$ cat src/verilog/cdp_dp_pkg.sv
/*
  cdp datapath package
  stream payload layout, fp16 field positions, counter width
  and the state encoding of the nan preprocessing stage
*/
`default_nettype none

package cdp_dp_pkg;

  //////////////////////////////
  // stream geometry
  //////////////////////////////
  // elements per beat
  localparam int cdp_throughput = 4;
  // bits per element, fp16 only
  localparam int cdp_bpe = 16;
  // data part of the payload
  localparam int cdp_dat_w = cdp_throughput * cdp_bpe;
  // data + 3 last flags + 5 bit tag
  localparam int cdp_pd_w = 72;

  // flag positions above the data
  localparam int cdp_last_w_bit = 64;
  localparam int cdp_last_h_bit = 65;
  localparam int cdp_last_c_bit = 66;

  //////////////////////////////
  // fp16 fields
  //////////////////////////////
  localparam int fp16_exp_msb = 14;
  localparam int fp16_exp_lsb = 10;
  // mantissa runs down to bit 0
  localparam int fp16_man_msb = 9;

  // nan / inf statistics counters
  localparam int cdp_cnt_w = 32;

  // input gating around layers
  typedef enum logic {
    st_wait_op_en = 1'b0,
    st_active     = 1'b1
  } nan_state_e;

endpackage

`default_nettype wire

$ cat src/verilog/cdp_reg_pkg.sv
/*
  cdp register package
  axi4-lite register map, response codes and bus widths
*/
`default_nettype none

package cdp_reg_pkg;

  // byte address of the register window
  localparam int cdp_reg_addr_w = 5;
  // full words only, no strobes
  localparam int cdp_axi_data_w = 32;

  // register offsets
  typedef enum logic [cdp_reg_addr_w-1:0] {
    reg_op_enable     = 5'h00,
    reg_nan_to_zero   = 5'h04,
    reg_nan_input_num = 5'h08,
    reg_inf_input_num = 5'h0C,
    reg_status        = 5'h10
  } cdp_reg_e;

  // axi response codes in use
  typedef enum logic [1:0] {
    resp_okay   = 2'b00,
    resp_slverr = 2'b10
  } axi_resp_e;

endpackage

`default_nettype wire

$ cat src/verilog/cdp_dp_nan.sv
/*
  cdp nan preprocessing stage
  gates input around layers on op_en, optionally flushes fp16
  nan elements to zero, classifies nan/inf per beat and passes
  beats on through one output register
*/
`timescale 1ns/1ps
`default_nettype none

module cdp_dp_nan (
  input  logic                            nvdla_core_clk,
  input  logic                            nvdla_core_rstn,
  input  logic                            cdp_rdma2dp_valid,
  input  logic [cdp_dp_pkg::cdp_pd_w-1:0] cdp_rdma2dp_pd,
  output logic                            cdp_rdma2dp_ready,
  output logic                            nan_preproc_pvld,
  output logic [cdp_dp_pkg::cdp_pd_w-1:0] nan_preproc_pd,
  input  logic                            nan_preproc_prdy,
  input  logic                            reg2dp_op_en,
  input  logic                            reg2dp_nan_to_zero,
  output logic                            beat_load,
  output logic [2:0]                      nan_num,
  output logic [2:0]                      inf_num,
  output logic                            cube_end,
  output logic                            layer_done
);
  import cdp_dp_pkg::*;

  nan_state_e                state;
  logic                      op_en_d1;
  logic                      op_en_rise;
  logic [cdp_throughput-1:0] dat_is_nan;
  logic [cdp_throughput-1:0] dat_is_inf;
  logic [cdp_dat_w-1:0]      din_dat;

  // population count of a per-element flag vector
  function automatic logic [2:0] bit_sum(input logic [cdp_throughput-1:0] flags);
    logic [2:0] sum;
    sum = '0;
    for (int i = 0; i < cdp_throughput; i++) begin
      sum = sum + 3'(flags[i]);
    end
    return sum;
  endfunction

  //////////////////////////////
  // per-element classification
  //////////////////////////////
  for (genvar g = 0; g < cdp_throughput; g++) begin : g_elem
    logic [cdp_bpe-1:0] elem;
    logic               exp_ones;
    logic               man_nz;

    assign elem     = cdp_rdma2dp_pd[g*cdp_bpe +: cdp_bpe];
    assign exp_ones = &elem[fp16_exp_msb:fp16_exp_lsb];
    assign man_nz   = |elem[fp16_man_msb:0];

    assign dat_is_nan[g] = exp_ones & man_nz;
    assign dat_is_inf[g] = exp_ones & ~man_nz;
    // sign bit cleared as well so nan becomes +0
    assign din_dat[g*cdp_bpe +: cdp_bpe] =
      (dat_is_nan[g] & reg2dp_nan_to_zero) ? '0 : elem;
  end

  assign nan_num  = bit_sum(dat_is_nan);
  assign inf_num  = bit_sum(dat_is_inf);
  // last beat of the cube carries all three flags
  assign cube_end = cdp_rdma2dp_pd[cdp_last_w_bit] & cdp_rdma2dp_pd[cdp_last_h_bit] &
                    cdp_rdma2dp_pd[cdp_last_c_bit];

  //////////////////////////////
  // layer gating
  //////////////////////////////
  always_ff @(posedge nvdla_core_clk or negedge nvdla_core_rstn) begin
    if (!nvdla_core_rstn) begin
      op_en_d1 <= 1'b0;
    end else begin
      op_en_d1 <= reg2dp_op_en;
    end
  end

  // only a fresh enable reopens the input
  assign op_en_rise = reg2dp_op_en & ~op_en_d1;

  always_ff @(posedge nvdla_core_clk or negedge nvdla_core_rstn) begin
    if (!nvdla_core_rstn) begin
      state <= st_wait_op_en;
    end else if (beat_load & cube_end) begin
      state <= st_wait_op_en;
    end else if (op_en_rise) begin
      state <= st_active;
    end
  end

  // accept when open and the output slot is free or draining
  assign cdp_rdma2dp_ready = (state == st_active) & (~nan_preproc_pvld | nan_preproc_prdy);
  assign beat_load         = cdp_rdma2dp_valid & cdp_rdma2dp_ready;

  //////////////////////////////
  // output register
  //////////////////////////////
  always_ff @(posedge nvdla_core_clk or negedge nvdla_core_rstn) begin
    if (!nvdla_core_rstn) begin
      nan_preproc_pvld <= 1'b0;
    end else if (beat_load) begin
      nan_preproc_pvld <= 1'b1;
    end else if (nan_preproc_prdy) begin
      nan_preproc_pvld <= 1'b0;
    end
  end

  // flags and tag copied as they come
  always_ff @(posedge nvdla_core_clk) begin
    if (beat_load) begin
      nan_preproc_pd <= {cdp_rdma2dp_pd[cdp_pd_w-1:cdp_dat_w], din_dat};
    end
  end

  // cube end leaving the stage closes the layer
  assign layer_done = nan_preproc_pvld & nan_preproc_prdy & nan_preproc_pd[cdp_last_w_bit] &
                      nan_preproc_pd[cdp_last_h_bit] & nan_preproc_pd[cdp_last_c_bit];

  // stalled output keeps its beat
  a_out_stable : assert property (
    @(posedge nvdla_core_clk) disable iff (!nvdla_core_rstn)
    nan_preproc_pvld && !nan_preproc_prdy |=> nan_preproc_pvld && $stable(nan_preproc_pd)
  );

  // closed stage stays shut until a fresh enable
  a_no_load_closed : assert property (
    @(posedge nvdla_core_clk) disable iff (!nvdla_core_rstn)
    state == st_wait_op_en && !op_en_rise |=> !beat_load
  );

endmodule

`default_nettype wire

$ cat src/verilog/cdp_dp_nan_count.sv
/*
  cdp nan/inf statistics
  accumulates per-layer nan and inf element counts and publishes
  them ping-pong style when the layer completes downstream
*/
`timescale 1ns/1ps
`default_nettype none

module cdp_dp_nan_count (
  input  logic                             nvdla_core_clk,
  input  logic                             nvdla_core_rstn,
  input  logic                             beat_load,
  input  logic [2:0]                       nan_num,
  input  logic [2:0]                       inf_num,
  input  logic                             cube_end,
  input  logic                             layer_done,
  output logic [cdp_dp_pkg::cdp_cnt_w-1:0] dp2reg_nan_input_num,
  output logic [cdp_dp_pkg::cdp_cnt_w-1:0] dp2reg_inf_input_num
);
  import cdp_dp_pkg::*;

  logic [cdp_cnt_w-1:0] nan_cnt;
  logic [cdp_cnt_w-1:0] inf_cnt;
  logic [cdp_cnt_w-1:0] nan_sum;
  logic [cdp_cnt_w-1:0] inf_sum;
  logic [cdp_cnt_w-1:0] nan_slot [2];
  logic [cdp_cnt_w-1:0] inf_slot [2];
  logic                 layer_flag;
  logic                 done_flag;
  logic [1:0]           pend_cnt;
  logic                 save;

  // running total including the current beat
  assign nan_sum = nan_cnt + cdp_cnt_w'(nan_num);
  assign inf_sum = inf_cnt + cdp_cnt_w'(inf_num);
  assign save    = beat_load & cube_end;

  //////////////////////////////
  // running counters
  //////////////////////////////
  always_ff @(posedge nvdla_core_clk or negedge nvdla_core_rstn) begin
    if (!nvdla_core_rstn) begin
      nan_cnt    <= '0;
      inf_cnt    <= '0;
      layer_flag <= 1'b0;
    end else if (save) begin
      nan_cnt    <= '0;
      inf_cnt    <= '0;
      layer_flag <= ~layer_flag;
    end else if (beat_load) begin
      nan_cnt <= nan_sum;
      inf_cnt <= inf_sum;
    end
  end

  // ping or pong slot, picked by layer_flag
  always_ff @(posedge nvdla_core_clk) begin
    if (save) begin
      nan_slot[layer_flag] <= nan_sum;
      inf_slot[layer_flag] <= inf_sum;
    end
  end

  //////////////////////////////
  // publish on completion
  //////////////////////////////
  always_ff @(posedge nvdla_core_clk or negedge nvdla_core_rstn) begin
    if (!nvdla_core_rstn) begin
      done_flag            <= 1'b0;
      dp2reg_nan_input_num <= '0;
      dp2reg_inf_input_num <= '0;
    end else if (layer_done) begin
      done_flag            <= ~done_flag;
      dp2reg_nan_input_num <= nan_slot[done_flag];
      dp2reg_inf_input_num <= inf_slot[done_flag];
    end
  end

  // saved layers not yet published
  always_ff @(posedge nvdla_core_clk or negedge nvdla_core_rstn) begin
    if (!nvdla_core_rstn) begin
      pend_cnt <= '0;
    end else begin
      pend_cnt <= pend_cnt + 2'(save) - 2'(layer_done);
    end
  end

  a_done_pending : assert property (
    @(posedge nvdla_core_clk) disable iff (!nvdla_core_rstn)
    layer_done |-> pend_cnt != 2'd0
  );

endmodule

`default_nettype wire

$ cat src/verilog/cdp_reg_slave.sv
/*
  cdp register block
  axi4-lite slave holding op enable, nan-to-zero mode, the
  published nan/inf counts and a sticky layer done flag
*/
`timescale 1ns/1ps
`default_nettype none

module cdp_reg_slave (
  input  logic                                  nvdla_core_clk,
  input  logic                                  nvdla_core_rstn,
  input  logic                                  awvalid,
  output logic                                  awready,
  input  logic [cdp_reg_pkg::cdp_reg_addr_w-1:0] awaddr,
  input  logic                                  wvalid,
  output logic                                  wready,
  input  logic [cdp_reg_pkg::cdp_axi_data_w-1:0] wdata,
  output logic                                  bvalid,
  input  logic                                  bready,
  output cdp_reg_pkg::axi_resp_e                bresp,
  input  logic                                  arvalid,
  output logic                                  arready,
  input  logic [cdp_reg_pkg::cdp_reg_addr_w-1:0] araddr,
  output logic                                  rvalid,
  input  logic                                  rready,
  output logic [cdp_reg_pkg::cdp_axi_data_w-1:0] rdata,
  output cdp_reg_pkg::axi_resp_e                rresp,
  output logic                                  reg2dp_op_en,
  output logic                                  reg2dp_nan_to_zero,
  input  logic [cdp_dp_pkg::cdp_cnt_w-1:0]      dp2reg_nan_input_num,
  input  logic [cdp_dp_pkg::cdp_cnt_w-1:0]      dp2reg_inf_input_num,
  input  logic                                  dp2reg_done
);
  import cdp_reg_pkg::*;

  logic                      wr_take;
  logic                      rd_take;
  logic                      status_done;
  axi_resp_e                 wr_resp;
  axi_resp_e                 rd_resp;
  logic [cdp_axi_data_w-1:0] rd_data;

  // one outstanding access per channel
  assign wr_take = awvalid & wvalid & ~bvalid;
  assign rd_take = arvalid & ~rvalid;
  assign awready = wr_take;
  assign wready  = wr_take;
  assign arready = rd_take;

  // count registers are read only
  always_comb begin
    case (awaddr)
      reg_op_enable, reg_nan_to_zero, reg_status: wr_resp = resp_okay;
      default:                                    wr_resp = resp_slverr;
    endcase
  end

  always_comb begin
    rd_resp = resp_okay;
    case (araddr)
      reg_op_enable:     rd_data = cdp_axi_data_w'(reg2dp_op_en);
      reg_nan_to_zero:   rd_data = cdp_axi_data_w'(reg2dp_nan_to_zero);
      reg_nan_input_num: rd_data = cdp_axi_data_w'(dp2reg_nan_input_num);
      reg_inf_input_num: rd_data = cdp_axi_data_w'(dp2reg_inf_input_num);
      reg_status:        rd_data = cdp_axi_data_w'(status_done);
      default: begin
        rd_data = '0;
        rd_resp = resp_slverr;
      end
    endcase
  end

  //////////////////////////////
  // register state
  //////////////////////////////
  always_ff @(posedge nvdla_core_clk or negedge nvdla_core_rstn) begin
    if (!nvdla_core_rstn) begin
      reg2dp_op_en       <= 1'b0;
      reg2dp_nan_to_zero <= 1'b0;
      status_done        <= 1'b0;
    end else begin
      // layer completion drops enable, flags done
      if (dp2reg_done) begin
        reg2dp_op_en <= 1'b0;
        status_done  <= 1'b1;
      end
      if (wr_take) begin
        case (awaddr)
          reg_op_enable:   reg2dp_op_en <= wdata[0];
          reg_nan_to_zero: reg2dp_nan_to_zero <= wdata[0];
          // write 1 to clear, a new done wins
          reg_status: begin
            if (wdata[0] && !dp2reg_done) begin
              status_done <= 1'b0;
            end
          end
          default: ;
        endcase
      end
    end
  end

  //////////////////////////////
  // response channels
  //////////////////////////////
  always_ff @(posedge nvdla_core_clk or negedge nvdla_core_rstn) begin
    if (!nvdla_core_rstn) begin
      bvalid <= 1'b0;
      rvalid <= 1'b0;
    end else begin
      if (wr_take) begin
        bvalid <= 1'b1;
      end else if (bready) begin
        bvalid <= 1'b0;
      end
      if (rd_take) begin
        rvalid <= 1'b1;
      end else if (rready) begin
        rvalid <= 1'b0;
      end
    end
  end

  always_ff @(posedge nvdla_core_clk) begin
    if (wr_take) begin
      bresp <= wr_resp;
    end
    if (rd_take) begin
      rdata <= rd_data;
      rresp <= rd_resp;
    end
  end

  a_bvalid_hold : assert property (
    @(posedge nvdla_core_clk) disable iff (!nvdla_core_rstn)
    bvalid && !bready |=> bvalid && $stable(bresp)
  );

  a_rvalid_hold : assert property (
    @(posedge nvdla_core_clk) disable iff (!nvdla_core_rstn)
    rvalid && !rready |=> rvalid && $stable(rdata) && $stable(rresp)
  );

endmodule

`default_nettype wire

$ cat src/verilog/cdp_dp_top.sv
/*
  cdp datapath front end
  register block, nan preprocessing stage and nan/inf statistics
*/
`timescale 1ns/1ps
`default_nettype none

module cdp_dp_top (
  input  logic                                  nvdla_core_clk,
  input  logic                                  nvdla_core_rstn,
  input  logic                                  awvalid,
  output logic                                  awready,
  input  logic [cdp_reg_pkg::cdp_reg_addr_w-1:0] awaddr,
  input  logic                                  wvalid,
  output logic                                  wready,
  input  logic [cdp_reg_pkg::cdp_axi_data_w-1:0] wdata,
  output logic                                  bvalid,
  input  logic                                  bready,
  output cdp_reg_pkg::axi_resp_e                bresp,
  input  logic                                  arvalid,
  output logic                                  arready,
  input  logic [cdp_reg_pkg::cdp_reg_addr_w-1:0] araddr,
  output logic                                  rvalid,
  input  logic                                  rready,
  output logic [cdp_reg_pkg::cdp_axi_data_w-1:0] rdata,
  output cdp_reg_pkg::axi_resp_e                rresp,
  input  logic                                  cdp_rdma2dp_valid,
  output logic                                  cdp_rdma2dp_ready,
  input  logic [cdp_dp_pkg::cdp_pd_w-1:0]       cdp_rdma2dp_pd,
  output logic                                  nan_preproc_pvld,
  input  logic                                  nan_preproc_prdy,
  output logic [cdp_dp_pkg::cdp_pd_w-1:0]       nan_preproc_pd
);
  import cdp_dp_pkg::*;

  // config from the register block
  logic                 reg2dp_op_en;
  logic                 reg2dp_nan_to_zero;
  // per-beat statistics
  logic                 beat_load;
  logic [2:0]           nan_num;
  logic [2:0]           inf_num;
  logic                 cube_end;
  logic                 layer_done;
  // published counts
  logic [cdp_cnt_w-1:0] dp2reg_nan_input_num;
  logic [cdp_cnt_w-1:0] dp2reg_inf_input_num;

  cdp_reg_slave u_reg (
    .nvdla_core_clk      (nvdla_core_clk),
    .nvdla_core_rstn     (nvdla_core_rstn),
    .awvalid             (awvalid),
    .awready             (awready),
    .awaddr              (awaddr),
    .wvalid              (wvalid),
    .wready              (wready),
    .wdata               (wdata),
    .bvalid              (bvalid),
    .bready              (bready),
    .bresp               (bresp),
    .arvalid             (arvalid),
    .arready             (arready),
    .araddr              (araddr),
    .rvalid              (rvalid),
    .rready              (rready),
    .rdata               (rdata),
    .rresp               (rresp),
    .reg2dp_op_en        (reg2dp_op_en),
    .reg2dp_nan_to_zero  (reg2dp_nan_to_zero),
    .dp2reg_nan_input_num(dp2reg_nan_input_num),
    .dp2reg_inf_input_num(dp2reg_inf_input_num),
    .dp2reg_done         (layer_done)
  );

  cdp_dp_nan u_nan (
    .nvdla_core_clk    (nvdla_core_clk),
    .nvdla_core_rstn   (nvdla_core_rstn),
    .cdp_rdma2dp_valid (cdp_rdma2dp_valid),
    .cdp_rdma2dp_pd    (cdp_rdma2dp_pd),
    .cdp_rdma2dp_ready (cdp_rdma2dp_ready),
    .nan_preproc_pvld  (nan_preproc_pvld),
    .nan_preproc_pd    (nan_preproc_pd),
    .nan_preproc_prdy  (nan_preproc_prdy),
    .reg2dp_op_en      (reg2dp_op_en),
    .reg2dp_nan_to_zero(reg2dp_nan_to_zero),
    .beat_load         (beat_load),
    .nan_num           (nan_num),
    .inf_num           (inf_num),
    .cube_end          (cube_end),
    .layer_done        (layer_done)
  );

  cdp_dp_nan_count u_nan_count (
    .nvdla_core_clk      (nvdla_core_clk),
    .nvdla_core_rstn     (nvdla_core_rstn),
    .beat_load           (beat_load),
    .nan_num             (nan_num),
    .inf_num             (inf_num),
    .cube_end            (cube_end),
    .layer_done          (layer_done),
    .dp2reg_nan_input_num(dp2reg_nan_input_num),
    .dp2reg_inf_input_num(dp2reg_inf_input_num)
  );

endmodule

`default_nettype wire

$ cat config.mk
export PLATFORM = sky130hd
export DESIGN_NAME = cdp_dp_top
export DESIGN_NICKNAME = d
export VERILOG_FILES = /design/src/verilog/cdp_dp_pkg.sv /design/src/verilog/cdp_reg_pkg.sv /design/src/verilog/cdp_dp_nan.sv /design/src/verilog/cdp_dp_nan_count.sv /design/src/verilog/cdp_reg_slave.sv /design/src/verilog/cdp_dp_top.sv
export SDC_FILE = /design/constraint.sdc
export NUM_CORES = 1
export LEC_CHECK = 0
export BUFFER_PORTS_ARGS = -buffer_cell sky130_fd_sc_hd__buf_2
export CAP_MARGIN = 20
export CELL_PAD_IN_SITES_DETAIL_PLACEMENT = 0
export CELL_PAD_IN_SITES_GLOBAL_PLACEMENT = 2
export CORE_MARGIN = 2
export CORE_UTILIZATION = 39
export DETAILED_ROUTE_END_ITERATION = 6
export PLACE_DENSITY_LB_ADDON = 0.1
export SLEW_MARGIN = 20
export SYNTH_ARGS = -nofsm -noshare
export SYNTH_HDL_FRONTEND = slang
export SYNTH_SLANG_ARGS = --single-unit
export TNS_END_PERCENT = 30
$ cat constraint.sdc
create_clock -name nvdla_core_clk -period 6.45 [get_ports nvdla_core_clk]
set_input_delay 0.645 -clock nvdla_core_clk [delete_from_list [all_inputs] [get_ports nvdla_core_clk]]
set_output_delay 0.645 -clock nvdla_core_clk [all_outputs]
set_load 0.05 [all_outputs]
==> summary.txt, run 1 <==
Run status
  – Status: finished, final reports clean

Yosys
  – Yosys cell types: 55
  – Post-synth top flop: edfxtp_1
  – Sequential cell area fraction in the yosys report: 66.0%
  – Yosys Warn Count: 0
  – Post-synth EDFFs: 234
  – Asr flop ratio synth: 37.1%
  – Yosys top cell by area: edfxtp_1
  – Cells after synthesis: 1249
  – Synth Cell Area: 15900 sq um
  – Synthesized area per cell: 12.7 sq um
  – Largest cells by area after synthesis: edfxtp_1 (44%), dfrtp_1 (22%), mux2i_1 (6.2%), nand2_1 (3.2%), o21ai_0 (3.2%)
  – Yosys top cell area share: 44.2%
  – Synth cell count leaders: edfxtp_1 (234), dfrtp_1 (138), nand2_1 (135)
  – Top-count cell post-synth: edfxtp_1
  – Seq cells post-synth: 372

Timing
  – Slew headroom: 32.3%
  – Setup Skew: 0.0197 ns
  – Tmin final: 4.25 ns
  – Worst-Margin Slew: 1.01 ns
  – RSZ-0062 raised after global routing: no
  – F_max: 235 MHz
  – Hold Vio Cnt, Final: 0
  – Final period utilization: 65.9%
  – Slew Limit Fails: 0
  – Final setup fails: 0
  – Sum Neg Setup Slack: 0 ns

CTS
  – CTS tree: yes
  – H-Tree Depth: 2
  – CTS root buf: clkbuf_16
  – Setup bufs post-CTS: 0
  – Post-cts sizing count: 0
  – Hold_buf cts: 0
  – CTS clk-pin slew, worst paths: 0.06 ns
  – Total CTS buffers: 42
  – CTS Sinks: 372
  – Worst skew pair latency: 0.56 ns
  – Clock tree buffer depth: 3

Die
  – Initial core utilization: 39.7%
  – DIE AREA: 42400 sq um
  – Chip width: 206 um
  – Core Region: 40000 sq um
  – # rows: 73
  – Boundary pin count: 238
  – DIE HEIGHT: 206 um

Critical path
  – Crit-path max FO: 19
  – CP endpoint kind: flip-flop
  – Critical path class: in2reg
  – CP Launch Type: input port
  – WP data arrival: 4.57 ns
  – R2R depth: 7
  – Req. time, crit path: 6.77 ns

Power
  – VDD IR-drop max: 0.180 mV
  – P_leak: 7.55 nW
  – Cell area power density: 374 nW/um^2

Final layout
  – Final #Nets: 1588
  – Share of cells above drive strength 1: 20.3%
  – Area Overhead vs Synth: 18.7%
  – Final core utilization: 47.2%
  – Area of all placed cells without fillers: 18900 sq um

GRT
  – Number of global-route vias before repair: 9827
  – Met1 Usage GRT: 26.7%
  – Initial antenna violation count: 1
  – Grt met2 use: 26.6%
  – Busiest layer in global routing: met1
  – Grt met3 use: 3.22%
  – Total gr overflow: 0
  – Largest net degree at the start of global routing: 91
  – First-pass GRT wire length: 57700 um
  – GRT Resource Usage Total: 17.9%

Route
  – Total wire length: 37200 um
  – Detail-routed via count per cell: 5.04
  – Routed Antenna Nets: 0
  – Routed len/inst: 18.5 um
  – Via count: 10100
  – Initial drt markers: 504
  – Initial DRT Pass Iterations: 5
  – DRC: 0

Placement
  – Placed wire-length estimate: 23700 um
  – GPL Wtd Cong: 0.729
  – Area after DPL: 17500 sq um
  – Port Buffers: 204

Hold path
  – Hold Path Class: in2async

Run
  – Max Cap Viol: 0
==> cell type report <==
class | count | area, sq um
antenna | 3 | 7.51
clock buffer | 57 | 1210
inverter | 33 | 125
fill | 3669 | 21100
tap | 525 | 657
sequential | 372 | 10500
timing repair buffer | 220 | 1150
clock inverter | 21 | 178
multi-input combinational | 782 | 5050
==> cell usage in the layout, fill, tap and decap left out, types with 12 or more instances in the layout <==
cell type | Yosys | layout
inv_1 | 33 | 32
and2_1 | 69 | 69
nor2_1 | 63 | 62
nor3_1 | 13 | 13
mux2i_1 | 98 | 98
o31ai_1 | 17 | 17
and3_1 | 13 | 12
nand4_1 | 26 | 26
buf_2 | 5 | 203
dfrtp_1 | 138 | 137
xnor2_1 | 49 | 49
o22ai_1 | 15 | 15
o21ai_0 | 100 | 100
nand2_1 | 135 | 135
clkbuf_16 | 0 | 45
edfxtp_1 | 234 | 234
a21oi_1 | 32 | 32
buf_4 | 5 | 15
xor2_1 | 13 | 13
nand3_1 | 45 | 43
==> cells by family after synthesis <==
family	count (synthesis)	synth area share, %
DFF	372	66.0
buffers and inverters	96	2.49
other	1	0.0236
muxes	99	6.25
and+or+nand+nor	402	13.0
adders and majority gates	14	1.29
AOI/OAI and AO/OA	203	7.55
xor gates and xnor gates	62	3.42
==> critical path: stages <==
cell	delay, ns
buf_2	0.10
nor4_1	0.34
nand3_1	0.18
nor2_1	0.21
ha_1	0.28
fa_1	0.40
ha_1	0.31
inv_1	0.06
fa_1	0.42
nand2b_1	0.19
a21oi_2	0.77
nand3_1	0.27
xnor2_1	0.40
==> routing by layer <==
metal | part of all wire, % | wire length (um)
met5 | 0 | 0
met3 | 5.0 | 1850
met2 | 44 | 16400
met4 | 1.9 | 694
met1 | 49 | 18200
==> stage by stage <==
| stage | power [W] | setup WS (ns) | hold WS, ns | instances |
|---|---|---|---|---|
| floorplan | 0.00426 | 0.827 | 0.349 | 1250 |
| global placement | 0.00472 | 1.60 | 0.458 | 1932 |
| detailed placement | 0.00475 | 1.60 | 0.464 | 1932 |
| CTS | 0.00715 | 2.16 | 0.219 | 2010 |
| global route | 0.00742 | 1.89 | 0.236 | 2010 |
| finish | 0.00706 | 2.20 | 0.213 | 2013 |
==> flip-flops by register name (all words and copies together), names as in the netlist, 32 cells and up <==
| name | flops |
|---|---|
| u_nan_count.nan_slot | 64 |
| u_nan_count.inf_slot | 64 |
| u_nan.nan_preproc_pd | 72 |
| u_nan_count.dp2reg_nan_input_num | 32 |
| u_nan_count.nan_cnt | 32 |
| u_nan_count.dp2reg_inf_input_num | 32 |
| u_nan_count.inf_cnt | 32 |
| u_reg.rdata | 32 |
==> power breakdown <==
group	leakage, nW	internal [W]	switching (W)	total, W
logic	2.90	0.000435	0.000992	0.00143
clock network	0.680	0.00144	0.000948	0.00238
registers	3.97	0.00299	0.000260	0.00325
total	7.55	0.00486	0.00220	0.00706
==> worst paths after layout <==
path / from / end / slack (ns)
setup / recovery: cdp_rdma2dp_pd[17] / u_nan_count.inf_slot[1][8] / 2.20
hold / removal: nvdla_core_rstn / u_nan_count.inf_cnt[25] / 0.21
setup reg to reg: u_nan_count.inf_cnt[0] / u_nan_count.inf_slot[1][8] / 3.62
hold reg to reg: u_nan_count.nan_cnt[2] / u_nan_count.nan_cnt[2] / 0.47
max in group asynchronous: nvdla_core_rstn / u_nan_count.done_flag / 4.92
min in group nvdla_core_clk: cdp_rdma2dp_pd[69] / u_nan.nan_preproc_pd[69] / 0.26
No activity file was read; power rests on OpenSTA's default activity.
==> inputs of run 2 (changes only) <==
- CORE_UTILIZATION: 39 -> 35
- clock period: 6.45 -> 3.8 ns (I/O delays scaled with it)
==> summary.txt, run 2 (same netlist as run 1, synthesis figures left out) <==
Run status
  – Status: finished, final reports clean (unchanged)

GRT
  – First-pass GRT wire length: 60500 um (was 57700 um)
  – Number of global-route vias before repair: 10200 (was 9827)
  – GRT Resource Usage Total: 16.8% (was 17.9%)
  – Total gr overflow: 0 (unchanged)
  – Initial antenna violation count: 5 (was 1)
  – Largest net degree at the start of global routing: 86 (was 91)

Die
  – Core Region: 45100 sq um (was 40000 sq um)
  – # rows: 78 (was 73)
  – Initial core utilization: 35.2% (was 39.7%)
  – Chip width: 217 um (was 206 um)
  – DIE AREA: 47100 sq um (was 42400 sq um)
  – DIE HEIGHT: 217 um (was 206 um)
  – Boundary pin count: 238 (unchanged)

Timing
  – Slew headroom: 43.7% (was 32.3%)
  – Slew Limit Fails: 0 (unchanged)
  – RSZ-0062 raised after global routing: no (unchanged)
  – Worst-Margin Slew: 0.843 ns (was 1.01 ns)
  – Setup Skew: 0.0235 ns (was 0.0197 ns)
  – Hold Vio Cnt, Final: 0 (unchanged)
  – Tmin final: 3.41 ns
  – Final setup fails: 0 (unchanged)
  – Final period utilization: 89.8%
  – F_max: 293 MHz
  – Sum Neg Setup Slack: 0 ns (unchanged)

Route
  – Routed Antenna Nets: 0 (unchanged)
  – Initial drt markers: 705 (was 504)
  – Via count: 10300 (was 10100)
  – Routed len/inst: 18.4 um (was 18.5 um)
  – DRC: 0 (unchanged)
  – Initial DRT Pass Iterations: 4 (was 5)
  – Total wire length: 39300 um (was 37200 um)
  – Detail-routed via count per cell: 4.81 (was 5.04)

Power
  – Clock Power Share: 32.8% (was 33.8%)
  – VDD IR-drop max: 0.437 mV (was 0.180 mV)
  – Pint: 0.00816 W (was 0.00486 W)
  – Cell area power density: 616 nW/um^2 (was 374 nW/um^2)
  – Net Sw Frac: 31.8% (was 31.2%)
  – Sw power: 0.00379 W (was 0.00220 W)
  – Comb pwr share: 20.9% (was 20.2%)
  – Reg power frac: 46.3% (was 46.0%)
  – P_leak: 7.79 nW (was 7.55 nW)

Critical path
  – Crit path cell chain: buf_2 > nor4_1 > nand3_1 > nor2_1 > ha_1 > fa_1 > ha_1 > buf_4 > ha_1 > nand3_1 > a21oi_2 > buf_4 > buf_4 > nand4_1 > xnor2_1 (was buf_2 > nor4_1 > nand3_1 > nor2_1 > ha_1 > fa_1 > ha_1 > inv_1 > fa_1 > nand2b_1 > a21oi_2 > nand3_1 > xnor2_1)
  – Crit path largest cell delay: 0.42 ns (was 0.77 ns)
  – WP data arrival: 3.73 ns (was 4.57 ns)
  – Reg2Reg Setup Slack: 1.50 ns (was 3.62 ns)
  – Reg2Reg Capture Point: u_nan_count.inf_slot[0][10] (was u_nan_count.inf_slot[1][8])
  – Req. time, crit path: 4.12 ns (was 6.77 ns)
  – Crit-path max FO: 5 (was 19)
  – Slowest CP cell: xnor2_1 (was a21oi_2)
  – Reg2reg start: u_nan.nan_preproc_pvld (was u_nan_count.inf_cnt[0])
  – Worst setup path startpoint: cdp_rdma2dp_pd[17] (unchanged)
  – R2R depth: 6 (was 7)
  – CP endpoint kind: flip-flop (unchanged)
  – CP endpoint: u_nan_count.inf_slot[1][21] (was u_nan_count.inf_slot[1][8])
  – Critical path class: in2reg (unchanged)
  – CP Launch Type: input port (unchanged)

CTS
  – H-Tree Depth: 2 (unchanged)
  – Post-cts sizing count: 0 (unchanged)
  – Setup bufs post-CTS: 0 (unchanged)
  – CTS root buf: clkbuf_16 (unchanged)
  – Hold_buf cts: 9 (was 0)
  – CTS clk-pin slew, worst paths: 0.06 ns (about the same)
  – CTS tree: yes (unchanged)
  – Total CTS buffers: 43 (was 42)
  – CTS Sinks: 372 (unchanged)
  – Clock tree buffer depth: 3 (unchanged)
  – Worst skew pair latency: 0.57 ns (was 0.56 ns)

Placement
  – Port Buffers: 204 (unchanged)
  – Cells after DPL: 2049 (was 1932)
  – Placed wire-length estimate: 25900 um (was 23700 um)
  – GPL Wtd Cong: 0.705 (was 0.729)
  – Area after DPL: 17900 sq um (was 17500 sq um)

Final layout
  – Reg with most FFs: u_nan.nan_preproc_pd (unchanged)
  – Register area: 10500 sq um (unchanged)
  – Final #Nets: 1641 (was 1588)
  – Final cell count without fillers: 2140 (was 2013)
  – Area Overhead vs Synth: 22.0% (was 18.7%)
  – Share of cells above drive strength 1: 22.2% (was 20.3%)
  – Regs by FF count: u_nan.nan_preproc_pd x72, u_nan_count.inf_slot x64, u_nan_count.nan_slot x64 (unchanged)
  – Multi-input logic area: 5060 sq um (was 5050 sq um)
  – Max reg flops: 72 (unchanged)
  – Area of all placed cells without fillers: 19400 sq um (was 18900 sq um)
  – Filler cell count: 4319 (was 3669)
  – Most frequent cells in the layout: edfxtp_1 (234), buf_2 (203), dfrtp_1 (137) (unchanged)
  – Final core utilization: 43.0% (was 47.2%)
  – Most common cell after layout, fill and taps aside: edfxtp_1 (unchanged)

Hold path
  – Hold Path Class: in2reg (was in2async)

Run
  – Max Cap Viol: 0 (unchanged)
## run 2: changes by cell type in the layout (fill, tap and decap cells not counted), sizes merged
cell | previous run | this run
clkbuf | 57 | 60
inv | 34 | 33
diode | 3 | 2
buf | 220 | 263
dlygate4sd3 | 0 | 9
bufinv | 3 | 2
## run 2: final cells by class
class / instances / area share, %
antenna: 2 / 0.0258
clock buffer: 60 / 6.04
clock inverter: 19 / 0.794
inverter: 33 / 0.645
multi-input combinational: 782 / 26.1
sequential: 372 / 54.1
tap: 600 / 3.87
timing repair buffer: 272 / 8.47
## run 2: per-layer routing
layer	routed length (um)	vias to the layer above	part of all wire, %	track usage (%)
met5	0	-	0	0
met3	2010	64	5.1	3.75
li1	-	5042	-	-
met1	19200	4969	49	24.2
met4	832	0	2.1	4.63
met2	17300	213	44	25.4
## run 2: critical path, delay by kind of cell
family,cells,cell delay (ns)
compound gates,1,0.14
fa+ha+maj,4,1.24
xor+xnor,1,0.42
simple gates,5,1.03
buf+inv,4,0.52
## run 2: worst min-delay path by stage
stage                           start                  endpoint  depth (start not counted)
2_1_floorplan         nvdla_core_rstn    u_nan.nan_preproc_pvld                          0
3_3_place_gp   u_nan_count.nan_cnt[2]    u_nan_count.nan_cnt[2]                          2
3_5_place_dp   u_nan_count.nan_cnt[2]    u_nan_count.nan_cnt[2]                          2
4_1_cts                     awaddr[2]        u_reg.reg2dp_op_en                          2
5_1_grt            cdp_rdma2dp_pd[66]  u_nan.nan_preproc_pd[66]                          1
6_report           cdp_rdma2dp_pd[66]  u_nan.nan_preproc_pd[66]                          1
## run 2: power groups by stage
stage / Clock [W] / Sequential (W) / Combinational [W]
floorplan: 0 / 0.00598 / 0.00124
global placement: 0 / 0.00561 / 0.00250
detailed placement: 0 / 0.00563 / 0.00252
CTS: 0.00404 / 0.00555 / 0.00253
global route: 0.00421 / 0.00563 / 0.00275
finish: 0.00392 / 0.00553 / 0.00250
## run 2: metrics by stage
step | power, W | hold slack (ns) | setup WS (ns)
floorplan | 0.00723 | 0.0844 | 0.0428
global placement | 0.00811 | 0.456 | -0.143
detailed placement | 0.00815 | 0.465 | -0.200
CTS | 0.0121 | 0.0170 | 0.384
global route | 0.0126 | 0.0341 | 0.179
finish | 0.0119 | 0.0534 | 0.389
==> inputs of run 3 (changes only) <==
- RECOVER_POWER: default -> 100
==> summary.txt, run 3 (same netlist as run 1, synthesis figures left out) <==
Run status
  – Status: complete, but fails checks (was finished, final reports clean)
  – Violated checks: max-capacitance violations, max-slew violations

Die
  – # rows: 78 (unchanged)
  – Core Region: 45100 sq um (unchanged)
  – DIE HEIGHT: 217 um (unchanged)
  – DIE AREA: 47100 sq um (unchanged)
  – Boundary pin count: 238 (unchanged)
  – Initial core utilization: 35.2% (unchanged)
  – Chip width: 217 um (unchanged)

Timing
  – Final setup fails: 0 (unchanged)
  – Setup Skew: 0.0241 ns (was 0.0235 ns)
  – Setup WS post-layout: 0.307 ns (was 0.389 ns)
  – RSZ-0062 raised after global routing: no (unchanged)
  – Hold Vio Cnt, Final: 0 (unchanged)
  – Slew headroom: -41.0% (was 43.7%)
  – F_max: 286 MHz (was 293 MHz)
  – Tmin final: 3.49 ns (was 3.41 ns)
  – Worst-Margin Slew: 2.11 ns (was 0.843 ns)
  – Hold slack: 0.0650 ns (was 0.0534 ns)
  – Slew Limit Fails: 191 (was 0)
  – Final period utilization: 91.9% (was 89.8%)

Power
  – VDD IR-drop max: 0.432 mV (was 0.437 mV)
  – Cell area power density: 623 nW/um^2 (was 616 nW/um^2)
  – P_leak: 7.33 nW (was 7.79 nW)

Critical path
  – WP data arrival: 3.78 ns (was 3.73 ns)
  – Reg2reg start: u_nan.nan_preproc_pvld (unchanged)
  – Req. time, crit path: 4.09 ns (was 4.12 ns)
  – CP endpoint kind: flip-flop (unchanged)
  – Slowest CP cell: fa_1 (was xnor2_1)
  – CP Launch Type: input port (unchanged)
  – Critical path class: in2reg (unchanged)
  – Crit path cell chain: buf_2 > nor4_1 > nand3_1 > nor2_1 > ha_1 > fa_1 > ha_1 > inv_1 > fa_1 > nand2b_1 > a21oi_1 > buf_12 > clkbuf_1 > nand2_1 > xnor2_1 (was buf_2 > nor4_1 > nand3_1 > nor2_1 > ha_1 > fa_1 > ha_1 > buf_4 > ha_1 > nand3_1 > a21oi_2 > buf_4 > buf_4 > nand4_1 > xnor2_1)
  – Crit-path max FO: 16 (was 5)
  – Worst setup path startpoint: cdp_rdma2dp_pd[17] (unchanged)
  – Crit path largest cell delay: 0.41 ns (was 0.42 ns)
  – WP buf/inv: 4 (unchanged)
  – CP top delay family: adder cells (unchanged)

GRT
  – Number of global-route vias before repair: 10200 (unchanged)
  – GRT Resource Usage Total: 16.8% (unchanged)
  – First-pass GRT wire length: 60500 um (unchanged)
  – Busiest layer in global routing: met2 (unchanged)
  – Met1 Usage GRT: 24.2% (unchanged)
  – Initial antenna violation count: 3 (was 5)
  – Grt met3 use: 3.75% (unchanged)
  – Largest net degree at the start of global routing: 86 (unchanged)
  – Grt met2 use: 25.4% (unchanged)
  – Total gr overflow: 0 (unchanged)

CTS
  – H-Tree Depth: 2 (unchanged)
  – CTS tree: yes (unchanged)
  – Clock tree buffer depth: 3 (unchanged)
  – Setup bufs post-CTS: 0 (unchanged)
  – CTS clk-pin slew, worst paths: 0.05 ns (was 0.06 ns)
  – CTS Sinks: 372 (unchanged)
  – Post-cts sizing count: 0 (unchanged)
  – Total CTS buffers: 43 (unchanged)
  – CTS root buf: clkbuf_16 (unchanged)
  – Worst skew pair latency: 0.57 ns (about the same)

Final layout
  – Share of cells above drive strength 1: 12.7% (was 22.2%)
  – Reg with most FFs: u_nan.nan_preproc_pd (unchanged)
  – Most common cell after layout, fill and taps aside: edfxtp_1 (unchanged)
  – Final #Nets: 1641 (unchanged)
  – Final cell count without fillers: 2139 (was 2140)
  – Max reg flops: 72 (unchanged)
  – Most frequent cells in the layout: edfxtp_1 (234), clkbuf_1 (154), dfrtp_1 (137) (was edfxtp_1 (234), buf_2 (203), dfrtp_1 (137))
  – Regs by FF count: u_nan.nan_preproc_pd x72, u_nan_count.inf_slot x64, u_nan_count.nan_slot x64 (unchanged)
  – Area Overhead vs Synth: 20.0% (was 22.0%)
  – Area of all placed cells without fillers: 19100 sq um (was 19400 sq um)

Placement
  – Setup WS pre-CTS: -0.200 ns (unchanged)
  – Placed wire-length estimate: 25900 um (unchanged)
  – Port Buffers: 204 (unchanged)
  – Cells after DPL: 2049 (unchanged)
  – Area after DPL: 17900 sq um (unchanged)
  – GPL Wtd Cong: 0.705 (unchanged)

Hold path
  – HP Start: awaddr[2] (was cdp_rdma2dp_pd[66])
  – Hold Path Class: in2reg (unchanged)

Route
  – Initial drt markers: 705 (unchanged)
  – Routed len/inst: 18.4 um (about the same)
  – Routed Antenna Nets: 0 (unchanged)
  – Initial DRT Pass Iterations: 5 (was 4)
  – Via count: 10300 (about the same)
  – Detail-routed via count per cell: 4.81 (about the same)
  – Total wire length: 39400 um (was 39300 um)
  – DRC: 0 (unchanged)

Run
  – Max Cap Viol: 5 (was 0)
run 3: changes by cell type in the layout (fill, tap and decap cells not counted), moves of 4 or more:
cell and change:
clkbuf_1 +139, and2_1 -35, and2_0 +35, buf_4 -33, buf_2 -117, clkbuf_4 +11, nand3_1 +4
run 3: layer usage:
layer  vias up  part of all wire, %
li1       5038                    -
met1      4977                   49
met2       212                   44
met3        66                  5.2
met4         0                  2.1
met5         -                    0
run 3: final cells by class:
class                      count  area [sq um]
fill                        4390         26000
sequential                   372         10500
multi-input combinational    782          5010
timing repair buffer         272          1380
clock buffer                  60          1170
tap                          600           751
clock inverter                19           154
inverter                      33           125
antenna                        1          2.50
run 3: where the power goes:
part / switching (W) / leakage [nW] / internal (W)
combinational: 0.00170 / 2.72 / 0.000730
clock: 0.00162 / 0.645 / 0.00229
sequential: 0.000463 / 3.96 / 0.00507
total: 0.00379 / 7.33 / 0.00809
run 3: final timing paths:
| path | end | slack (ns) | depth (start not counted) |
|---|---|---|---|
| max in group asynchronous | u_reg.bvalid | 0.77 | 3 |
| min in group asynchronous | u_nan_count.dp2reg_nan_input_num[24] | 0.92 | 2 |
| worst min-delay path | u_reg.reg2dp_op_en | 0.07 | 2 |
| worst min register to register | u_nan.op_en_d1 | 0.47 | 0 |
| worst max-delay path | u_nan_count.inf_slot[0][10] | 0.31 | 15 |
| worst max register to register | u_nan_count.dp2reg_nan_input_num[8] | 0.61 | 5 |
run 3: timing repair:
item / 4_1_cts / 5_1_grt
hold buffers: 9 / 0
endpoints found under the setup margin: 0 / 0
endpoints found under the hold margin: 76 / 0
run 3: metrics by stage:
step	TNS (ns)	total power, W	util (%)
final	0	0.0119	42.3
after global routing	0	0.0125	42.3
after CTS	0	0.0121	42.9
after detailed placement	-9.89	0.00815	39.8
after global placement	-5.94	0.00811	39.8
after floorplan	0	0.00723	-
run 3: worst register-to-register path, cell delays in order (launching register included):
cell	delay, ns
dfrtp_1	0.36
and3_1	0.15
nand3_1	1.23
clkbuf_4	0.98
nand2_1	0.22
o21ai_0	0.10
